<file path="src/common/cpu_settings.svh">
`ifndef CPU_SETTINGS_SVH
`define CPU_SETTINGS_SVH

// Instruction memory words, addressed by the 6-bit pc
`define IMEM_DEPTH 64

// Data memory words
`define DMEM_DEPTH 32

// Queue entries, also the credits held by fetch after reset
`define QUEUE_DEPTH 4

// Architectural registers
`define REG_COUNT 16

`endif

</file>
<file path="src/common/cpu_pkg.sv">
package cpu_pkg;

   typedef enum logic [3:0] {
      OP_LDI  = 4'h0,
      OP_ADD  = 4'h1,
      OP_SUB  = 4'h2,
      OP_AND  = 4'h3,
      OP_OR   = 4'h4,
      OP_XOR  = 4'h5,
      OP_LD   = 4'h6,
      OP_ST   = 4'h7,
      OP_HALT = 4'h8
   } opcode_t;

   // Bits 31:28 opcode, 27:24 rd, 23:20 rs1, 19:16 rs2, 15:0 imm
   typedef struct packed {
      opcode_t     opcode;
      logic [3:0]  rd;
      logic [3:0]  rs1;
      logic [3:0]  rs2;
      logic [15:0] imm;
   } instr_t;

   // One queue entry
   typedef struct packed {
      instr_t     instr;
      logic [5:0] pc;
   } fetch_item_t;

   // Register write-back report
   typedef struct packed {
      logic [3:0]  rd;
      logic [31:0] data;
   } wb_t;

endpackage

</file>
<file path="src/execute/register_file.sv">
`timescale 1ns/1ns
`include "cpu_settings.svh"

module register_file (
   input  logic        clk,
   input  logic        rst_n,
   input  logic [3:0]  read_address_0,
   input  logic [3:0]  read_address_1,
   output logic [31:0] read_data_0,
   output logic [31:0] read_data_1,
   input  logic [3:0]  write_address,
   input  logic [31:0] write_data,
   input  logic        write_enable
);

   logic [31:0] regs [`REG_COUNT];

   // Reads are combinational
   assign read_data_0 = regs[read_address_0];
   assign read_data_1 = regs[read_address_1];

   always_ff @(posedge clk or negedge rst_n) begin
      if (!rst_n) begin
         for (int i = 0; i < `REG_COUNT; i++) begin
            regs[i] <= '0;
         end
      end else if (write_enable) begin
         regs[write_address] <= write_data;
      end
   end

endmodule

</file>
<file path="src/execute/execute_unit.sv">
`timescale 1ns/1ns
`include "cpu_settings.svh"

module execute_unit (
   input  logic                 clk,
   input  logic                 rst_n,
   input  logic                 head_valid,
   input  cpu_pkg::fetch_item_t head_item,
   output logic                 pop,
   output logic                 wb_valid,
   output cpu_pkg::wb_t         wb,
   output logic                 halted
);

   localparam int dmem_aw = $clog2(`DMEM_DEPTH);

   typedef enum logic [1:0] {
      STAGE_IDLE,
      STAGE_DECODE,
      STAGE_EXECUTE,
      STAGE_WRITEBACK
   } stage_t;

   stage_t               stage;
   cpu_pkg::fetch_item_t current;
   cpu_pkg::opcode_t     opcode;
   logic [31:0]          op_a;
   logic [31:0]          op_b;
   logic [31:0]          imm_ext;
   logic [31:0]          addr_sum;
   logic [dmem_aw-1:0]   dmem_addr;
   logic [31:0]          result;
   logic [31:0]          read_data_0;
   logic [31:0]          read_data_1;
   logic                 writes_reg;
   logic                 reg_write;
   logic [31:0]          dmem [`DMEM_DEPTH];

   assign opcode    = current.instr.opcode;
   assign imm_ext   = {16'h0000, current.instr.imm};
   assign addr_sum  = op_a + imm_ext;
   assign dmem_addr = addr_sum[dmem_aw-1:0];

   assign writes_reg = (opcode != cpu_pkg::OP_ST) && (opcode != cpu_pkg::OP_HALT);

   assign pop       = (stage == STAGE_IDLE) && head_valid && !halted;
   assign reg_write = (stage == STAGE_WRITEBACK) && writes_reg;
   assign wb_valid  = reg_write;
   assign wb.rd     = current.instr.rd;
   assign wb.data   = result;

   // Operand indexes come straight from the latched instruction
   register_file reg_file (
      .clk            (clk),
      .rst_n          (rst_n),
      .read_address_0 (current.instr.rs1),
      .read_address_1 (current.instr.rs2),
      .read_data_0    (read_data_0),
      .read_data_1    (read_data_1),
      .write_address  (current.instr.rd),
      .write_data     (result),
      .write_enable   (reg_write)
   );

   always_ff @(posedge clk or negedge rst_n) begin
      if (!rst_n) begin
         stage  <= STAGE_IDLE;
         halted <= 1'b0;
      end else begin
         case (stage)
            STAGE_IDLE:    stage <= pop ? STAGE_DECODE : STAGE_IDLE;
            STAGE_DECODE:  stage <= STAGE_EXECUTE;
            STAGE_EXECUTE: stage <= STAGE_WRITEBACK;
            default:       stage <= STAGE_IDLE;
         endcase
         if (stage == STAGE_WRITEBACK && opcode == cpu_pkg::OP_HALT) begin
            halted <= 1'b1;
         end
      end
   end

   always_ff @(posedge clk) begin
      if (pop) begin
         current <= head_item;
      end
      if (stage == STAGE_DECODE) begin
         op_a <= read_data_0;
         op_b <= read_data_1;
      end
      if (stage == STAGE_EXECUTE) begin
         case (opcode)
            cpu_pkg::OP_LDI: result <= imm_ext;
            cpu_pkg::OP_ADD: result <= op_a + op_b;
            cpu_pkg::OP_SUB: result <= op_a - op_b;
            cpu_pkg::OP_AND: result <= op_a & op_b;
            cpu_pkg::OP_OR:  result <= op_a | op_b;
            cpu_pkg::OP_XOR: result <= op_a ^ op_b;
            cpu_pkg::OP_LD:  result <= dmem[dmem_addr];
            default:         result <= '0;
         endcase
         if (opcode == cpu_pkg::OP_ST) begin
            dmem[dmem_addr] <= op_b;
         end
      end
   end

endmodule

</file>
<file path="src/fetch/fetch_unit.sv">
`timescale 1ns/1ns
`include "cpu_settings.svh"

module fetch_unit (
   input  logic                 clk,
   input  logic                 rst_n,
   input  logic                 load_en,
   input  logic [5:0]           load_addr,
   input  cpu_pkg::instr_t      load_instr,
   input  logic                 start,
   input  logic                 credit_return,
   output logic                 push,
   output cpu_pkg::fetch_item_t push_item
);

   localparam int credit_w = $clog2(`QUEUE_DEPTH + 1);
   localparam logic [5:0] last_pc = 6'(`IMEM_DEPTH - 1);

   cpu_pkg::instr_t imem [`IMEM_DEPTH];

   logic [5:0]          pc;
   logic                running;
   logic [credit_w-1:0] credits;
   logic                pushing_halt;
   logic                fetch_fire;

   // A HALT on its way out blocks the read behind it
   assign pushing_halt = push && (push_item.instr.opcode == cpu_pkg::OP_HALT);
   assign fetch_fire   = running && (credits != '0) && !pushing_halt;

   always_ff @(posedge clk) begin
      if (load_en && !running) begin
         imem[load_addr] <= load_instr;
      end
      if (fetch_fire) begin
         push_item.instr <= imem[pc];
         push_item.pc    <= pc;
      end
   end

   always_ff @(posedge clk or negedge rst_n) begin
      if (!rst_n) begin
         pc      <= '0;
         running <= 1'b0;
         push    <= 1'b0;
      end else begin
         push <= fetch_fire;
         if (start && !running) begin
            pc      <= '0;
            running <= 1'b1;
         end else begin
            if (fetch_fire) begin
               pc <= pc + 6'd1;
            end
            if ((fetch_fire && pc == last_pc) || pushing_halt) begin
               running <= 1'b0;
            end
         end
      end
   end

   // Credit is taken when the read issues, one cycle ahead of its push
   always_ff @(posedge clk or negedge rst_n) begin
      if (!rst_n) begin
         credits <= credit_w'(`QUEUE_DEPTH);
      end else begin
         case ({fetch_fire, credit_return})
            2'b10:   credits <= credits - 1'b1;
            2'b01:   credits <= credits + 1'b1;
            default: credits <= credits;
         endcase
      end
   end

endmodule

</file>
<file path="src/logic/instr_queue.sv">
`timescale 1ns/1ns
`include "cpu_settings.svh"

module instr_queue #(
   parameter type payload_t = cpu_pkg::fetch_item_t,
   parameter int  depth     = `QUEUE_DEPTH
) (
   input  logic     clk,
   input  logic     rst_n,
   input  logic     push,
   input  payload_t push_item,
   input  logic     pop,
   output logic     head_valid,
   output payload_t head_item,
   output logic     credit_return
);

   localparam int ptr_w   = (depth > 1) ? $clog2(depth) : 1;
   localparam int count_w = $clog2(depth + 1);
   localparam logic [ptr_w-1:0] last_ptr = ptr_w'(depth - 1);

   payload_t buffer [depth];

   logic [ptr_w-1:0]   wr_ptr;
   logic [ptr_w-1:0]   rd_ptr;
   logic [count_w-1:0] count;
   logic               pop_ok;

   assign head_valid = (count != '0);
   assign head_item  = buffer[rd_ptr];
   assign pop_ok     = pop && head_valid;

   // No full check, the sender never pushes without credit
   always_ff @(posedge clk) begin
      if (push) begin
         buffer[wr_ptr] <= push_item;
      end
   end

   always_ff @(posedge clk or negedge rst_n) begin
      if (!rst_n) begin
         wr_ptr        <= '0;
         rd_ptr        <= '0;
         count         <= '0;
         credit_return <= 1'b0;
      end else begin
         credit_return <= pop_ok;
         if (push) begin
            wr_ptr <= (wr_ptr == last_ptr) ? '0 : wr_ptr + 1'b1;
         end
         if (pop_ok) begin
            rd_ptr <= (rd_ptr == last_ptr) ? '0 : rd_ptr + 1'b1;
         end
         case ({push, pop_ok})
            2'b10:   count <= count + 1'b1;
            2'b01:   count <= count - 1'b1;
            default: count <= count;
         endcase
      end
   end

endmodule

</file>
<file path="src/logic/cpu_top.sv">
`timescale 1ns/1ns
`include "cpu_settings.svh"

module cpu_top (
   input  logic            clk,
   input  logic            rst_n,
   input  logic            load_en,
   input  logic [5:0]      load_addr,
   input  cpu_pkg::instr_t load_instr,
   input  logic            start,
   output logic            wb_valid,
   output cpu_pkg::wb_t    wb,
   output logic            halted
);

   logic                 push;
   cpu_pkg::fetch_item_t push_item;
   logic                 credit_return;
   logic                 pop;
   logic                 head_valid;
   cpu_pkg::fetch_item_t head_item;

   fetch_unit fetch (
      .clk           (clk),
      .rst_n         (rst_n),
      .load_en       (load_en),
      .load_addr     (load_addr),
      .load_instr    (load_instr),
      .start         (start),
      .credit_return (credit_return),
      .push          (push),
      .push_item     (push_item)
   );

   instr_queue #(
      .payload_t (cpu_pkg::fetch_item_t),
      .depth     (`QUEUE_DEPTH)
   ) queue (
      .clk           (clk),
      .rst_n         (rst_n),
      .push          (push),
      .push_item     (push_item),
      .pop           (pop),
      .head_valid    (head_valid),
      .head_item     (head_item),
      .credit_return (credit_return)
   );

   execute_unit execute (
      .clk        (clk),
      .rst_n      (rst_n),
      .head_valid (head_valid),
      .head_item  (head_item),
      .pop        (pop),
      .wb_valid   (wb_valid),
      .wb         (wb),
      .halted     (halted)
   );

endmodule

</file>
<file path="config.mk">
export PLATFORM = sky130hd
export DESIGN_NAME = cpu_top
export DESIGN_NICKNAME = d
export VERILOG_FILES = /design/src/common/cpu_pkg.sv /design/src/execute/register_file.sv /design/src/execute/execute_unit.sv /design/src/fetch/fetch_unit.sv /design/src/logic/instr_queue.sv /design/src/logic/cpu_top.sv
export VERILOG_INCLUDE_DIRS = /design/src /design/src/common
export SDC_FILE = /design/constraint.sdc
export NUM_CORES = 2
export LEC_CHECK = 0
export BUFFER_PORTS_ARGS = -buffer_cell sky130_fd_sc_hd__buf_4
export CAP_MARGIN = 40
export CORE_MARGIN = 10
export CORE_UTILIZATION = 60
export DETAILED_ROUTE_END_ITERATION = 7
export PLACE_DENSITY_LB_ADDON = 0.05
export SLEW_MARGIN = 20
export SYNTH_ARGS = -nofsm -noshare
export SYNTH_HDL_FRONTEND = slang
export SYNTH_SLANG_ARGS = --single-unit
</file>
<file path="constraint.sdc">
create_clock -name clk -period 11.1 [get_ports clk]
set_input_delay 1.665 -clock clk [delete_from_list [all_inputs] [get_ports clk]]
set_output_delay 1.665 -clock clk [all_outputs]
set_load 0.03 [all_outputs]
</file>
==> results.md <==
- Worst Slack Setup Final: 5.693 ns
- TritonCTS clock tree: done
- Count of pins on the block boundary: 80
- Library cell occupying the most area in the post-synthesis netlist: edfxtp_1
- Max Clk Rate: 185.0 MHz
- Initial DRT Pass Iterations: 7
- Synthesized net count: 7487
- Number of setup violations in the final report: 0
- Transition at the pin with the smallest max-transition slack: 1.085 ns
- Number of resized instances in the post-cts repair step: 0
- Total count of max-transition violations in the final report: 0
- Delay of the slowest cell on the worst path: 0.69 ns
- Critical path fanouts, max: 25
- Core region area: 0.2625 mm2
- Signal arrival time at the worst endpoint: 5.97 ns
- Run status: completed
- Detailed router's first-iteration violation count: 8460
- Worst IR Drop VDD: 0.1993 mV
- Gate count after technology mapping: 7329
- Number of routed nets with antenna violations: 0
- Power density of the placed cells: 166.8 mW/mm2
- Post-route non-filler standard cell count: 11.46k
- Total clock sinks: 3894
- Master of the slowest instance on the critical path: xor2_4
- DIE AREA: 0.2848 mm2
- Initial Utilization: 0.6030
- Ratio of cells with drive above 1 in the final layout: 0.3403
- Overall power after layout: 29.58 mW
- Hold-fix buffer count after cts: 0
- Core utilization of the finished layout: 0.6756
- Via total after detailed routing: 77.32k
- Hold/Removal Path Class: flop to flop
- Final TNS setup: 0 ns
- Max Clock Skew: 0.05046 ns
- Synth top area cells: edfxtp_1, mux4_2, dfrtp_1
- Fraction of the yosys area taken by sequential cells: 0.7218
- Unrepaired setup endpoints after global routing: no
- Cell-by-cell trace of the critical path: ha_4, fa_4, a21o_1, a21oi_2, xor2_4, buf_4, buf_4, nand3_1, nor2_4, buf_4
- Hold Violations, Final: 0
- Most frequent standard cell in the layout excluding fill and tap cells: edfxtp_1
- CTS clk-pin slew, worst paths: 0.06 ns
- Routed length per instance: 34.18 um
- Commonest register cell after synthesis: edfxtp_1
- IO buf count: 79
- Launching element type of the critical path: flop
- TritonCTS Buffers: 389
- Die Wd: 533.6 um
- Via count of the first global-routing pass: 79.54k
- CTS Root Cell: clkbuf_16
- Max-cap violations: 0
- Remaining Overflow, GRT: 0
- Clock latency on the worst-skew pair: 0.96 ns
- Area added between synthesis and finish: 12.04%
- Layout Nets: 7775
- Chip height: 533.6 um
- Mapped Area: 0.1583 mm2
- Post-CTS setup buffers: 0
- Commonest non-fill, non-tap cells in the layout: edfxtp_1, mux4_2, dfrtp_1
- Sum of routed wire length over all layers: 391700 um
- Wire length of the first global-routing pass: 572700 um
- Worst Path Class, Setup: flop to flop
- Relative slew slack: 0.2767
- Antenna violations before repair: 9
- Residual DRC count: 0
- Flops & latches, synth: 3894
- Critical path required time: 11.66 ns
- Type of element capturing the critical path: flop
- Largest net degree at the start of global routing: 160
- Placed instance count: 10.73k
- Maximum buffer depth of the clock tree: 4
- Count of unique library cells instantiated by Yosys: 77
- Total number of yosys warnings: 0
- Dpl hpwl: 222700 um
- Combined global-route utilization of all metal layers: 0.2747
- Post-route fraction of the period consumed by the critical path: 0.4871
- Syn_area_per_cell: 21.60 um2
- Std cell rows: 188
- Count of flip-flops with a built-in enable after synthesis: 3360
- Via-per-instance ratio: 6.748
- Async set or reset register ratio after synthesis: 0.1371
- Last weighted congestion value of the routability-driven placer: 0.8557
- Worst Setup Slack post-DPL: 5.805 ns
- Share of the synthesized area in the top cell type: 0.6374
- Cell seen most often among critical-path stages: buf_4
- Static Leakage: 55.67 nW
- Period minus WS final: 5.407 ns
- Number of H-tree levels: 5
## cell usage after synthesis (all sizes together), types with 17 or more instances
cell	number
a21oi	57
a221oi	17
buf	189
clkbuf	259
dfrtp	533
edfxtp	3360
ha	112
inv	83
mux2	516
mux4	1283
nand2	187
nand3	73
nor2	178
nor3	54
o21ai	69
o22ai	20
o31ai	17
xnor2	52
xor2	23
## cells by family (layout without fill, tap and decap cells)
family / Yosys count / count (layout) / share of synthesized area
other cells: 0 / 5 / 0
simple gates: 588 / 588 / 0.01704
xor+xnor: 75 / 75 / 0.004197
flops: 3894 / 3894 / 0.7218
fa+ha+maj: 116 / 116 / 0.009359
buf+inv: 531 / 1141 / 0.01419
mux: 1808 / 1808 / 0.2198
compound gates: 317 / 317 / 0.01355
## per-stage QoR
step | hold WS, ns | instance area (um2)
after floorplan | 0.4426 | 158300
after detailed placement | 0.4635 | 164900
after global routing | 0.4839 | 177300
after global placement | 0.4692 | 164100
after CTS | 0.4721 | 177000
final | 0.4700 | 177300
## critical path, delay by kind of cell, from the launching register on
| kind | cells | cell delay [ns] |
|---|---|---|
| DFF | 1 | 0.45 |
| xor gates and xnor gates | 1 | 0.69 |
| and+or+nand+nor | 2 | 1.18 |
| adders and majority gates | 2 | 0.69 |
| buffers and inverters | 3 | 1.39 |
| AOI/OAI and AO/OA | 2 | 0.56 |
## worst paths after layout
check / from / endpoint / slack [ns] / cells after the start
min in group asynchronous: rst_n / execute.reg_file.regs[116]$_DFFE_PN0P_ / 0.75 / 1
setup / recovery: execute.op_a[0]$_DFFE_PN_ / execute.dmem[19][6]$_DFFE_PP_ / 5.69 / 10
hold / removal: queue.count[2]$_DFFE_PN0P_ / queue.count[2]$_DFFE_PN0P_ / 0.47 / 1
setup reg to reg: execute.op_a[0]$_DFFE_PN_ / execute.dmem[19][6]$_DFFE_PP_ / 5.69 / 10
max in group asynchronous: rst_n / execute.reg_file.regs[296]$_DFFE_PN0P_ / 8.33 / 5
hold reg to reg: queue.count[2]$_DFFE_PN0P_ / queue.count[2]$_DFFE_PN0P_ / 0.47 / 1
## flip-flops by register name, summed over array words and instances (netlist names), 2 cells and up
signal and flops:
execute.current 24, fetch.pc 6, queue.wr_ptr 2, execute.dmem 1024
execute.opcode 4, execute.op_a 32, execute.stage 2, execute.wb 4
execute.result 32, fetch.credits 3, fetch.push_item 32, queue.rd_ptr 2
execute.op_b 32, fetch.imem 2048, queue.count 3, execute.reg_file.regs 512
queue.buffer 128
## metal layers
layer,global-route usage,up-vias,part of all wire
li1,-,31260,-
met1,0.3819,42020,0.39
met2,0.4551,3293,0.50
met3,0.04042,752,0.071
met4,0.09256,2,0.039
met5,0,-,0.000028
## where the power goes
part | internal, mW | leakage [nW] | total [mW] | switching (mW)
clock network | 7.17 | 5.99 | 12.6 | 5.47
logic | 0.490 | 15.7 | 1.07 | 0.584
registers | 15.8 | 34.0 | 15.9 | 0.0249
## final cells by class
type | instances | area (um2)
clock buffer | 519 | 10500
antenna | 5 | 12.51
fill | 16680 | 85170
tap | 3515 | 4398
timing repair buffer | 345 | 3423
sequential | 3894 | 114300
clock inverter | 194 | 1675
inverter | 83 | 311.5
multi-input combinational | 2904 | 42740
Note: power is estimated with default switching activity, not from simulation.
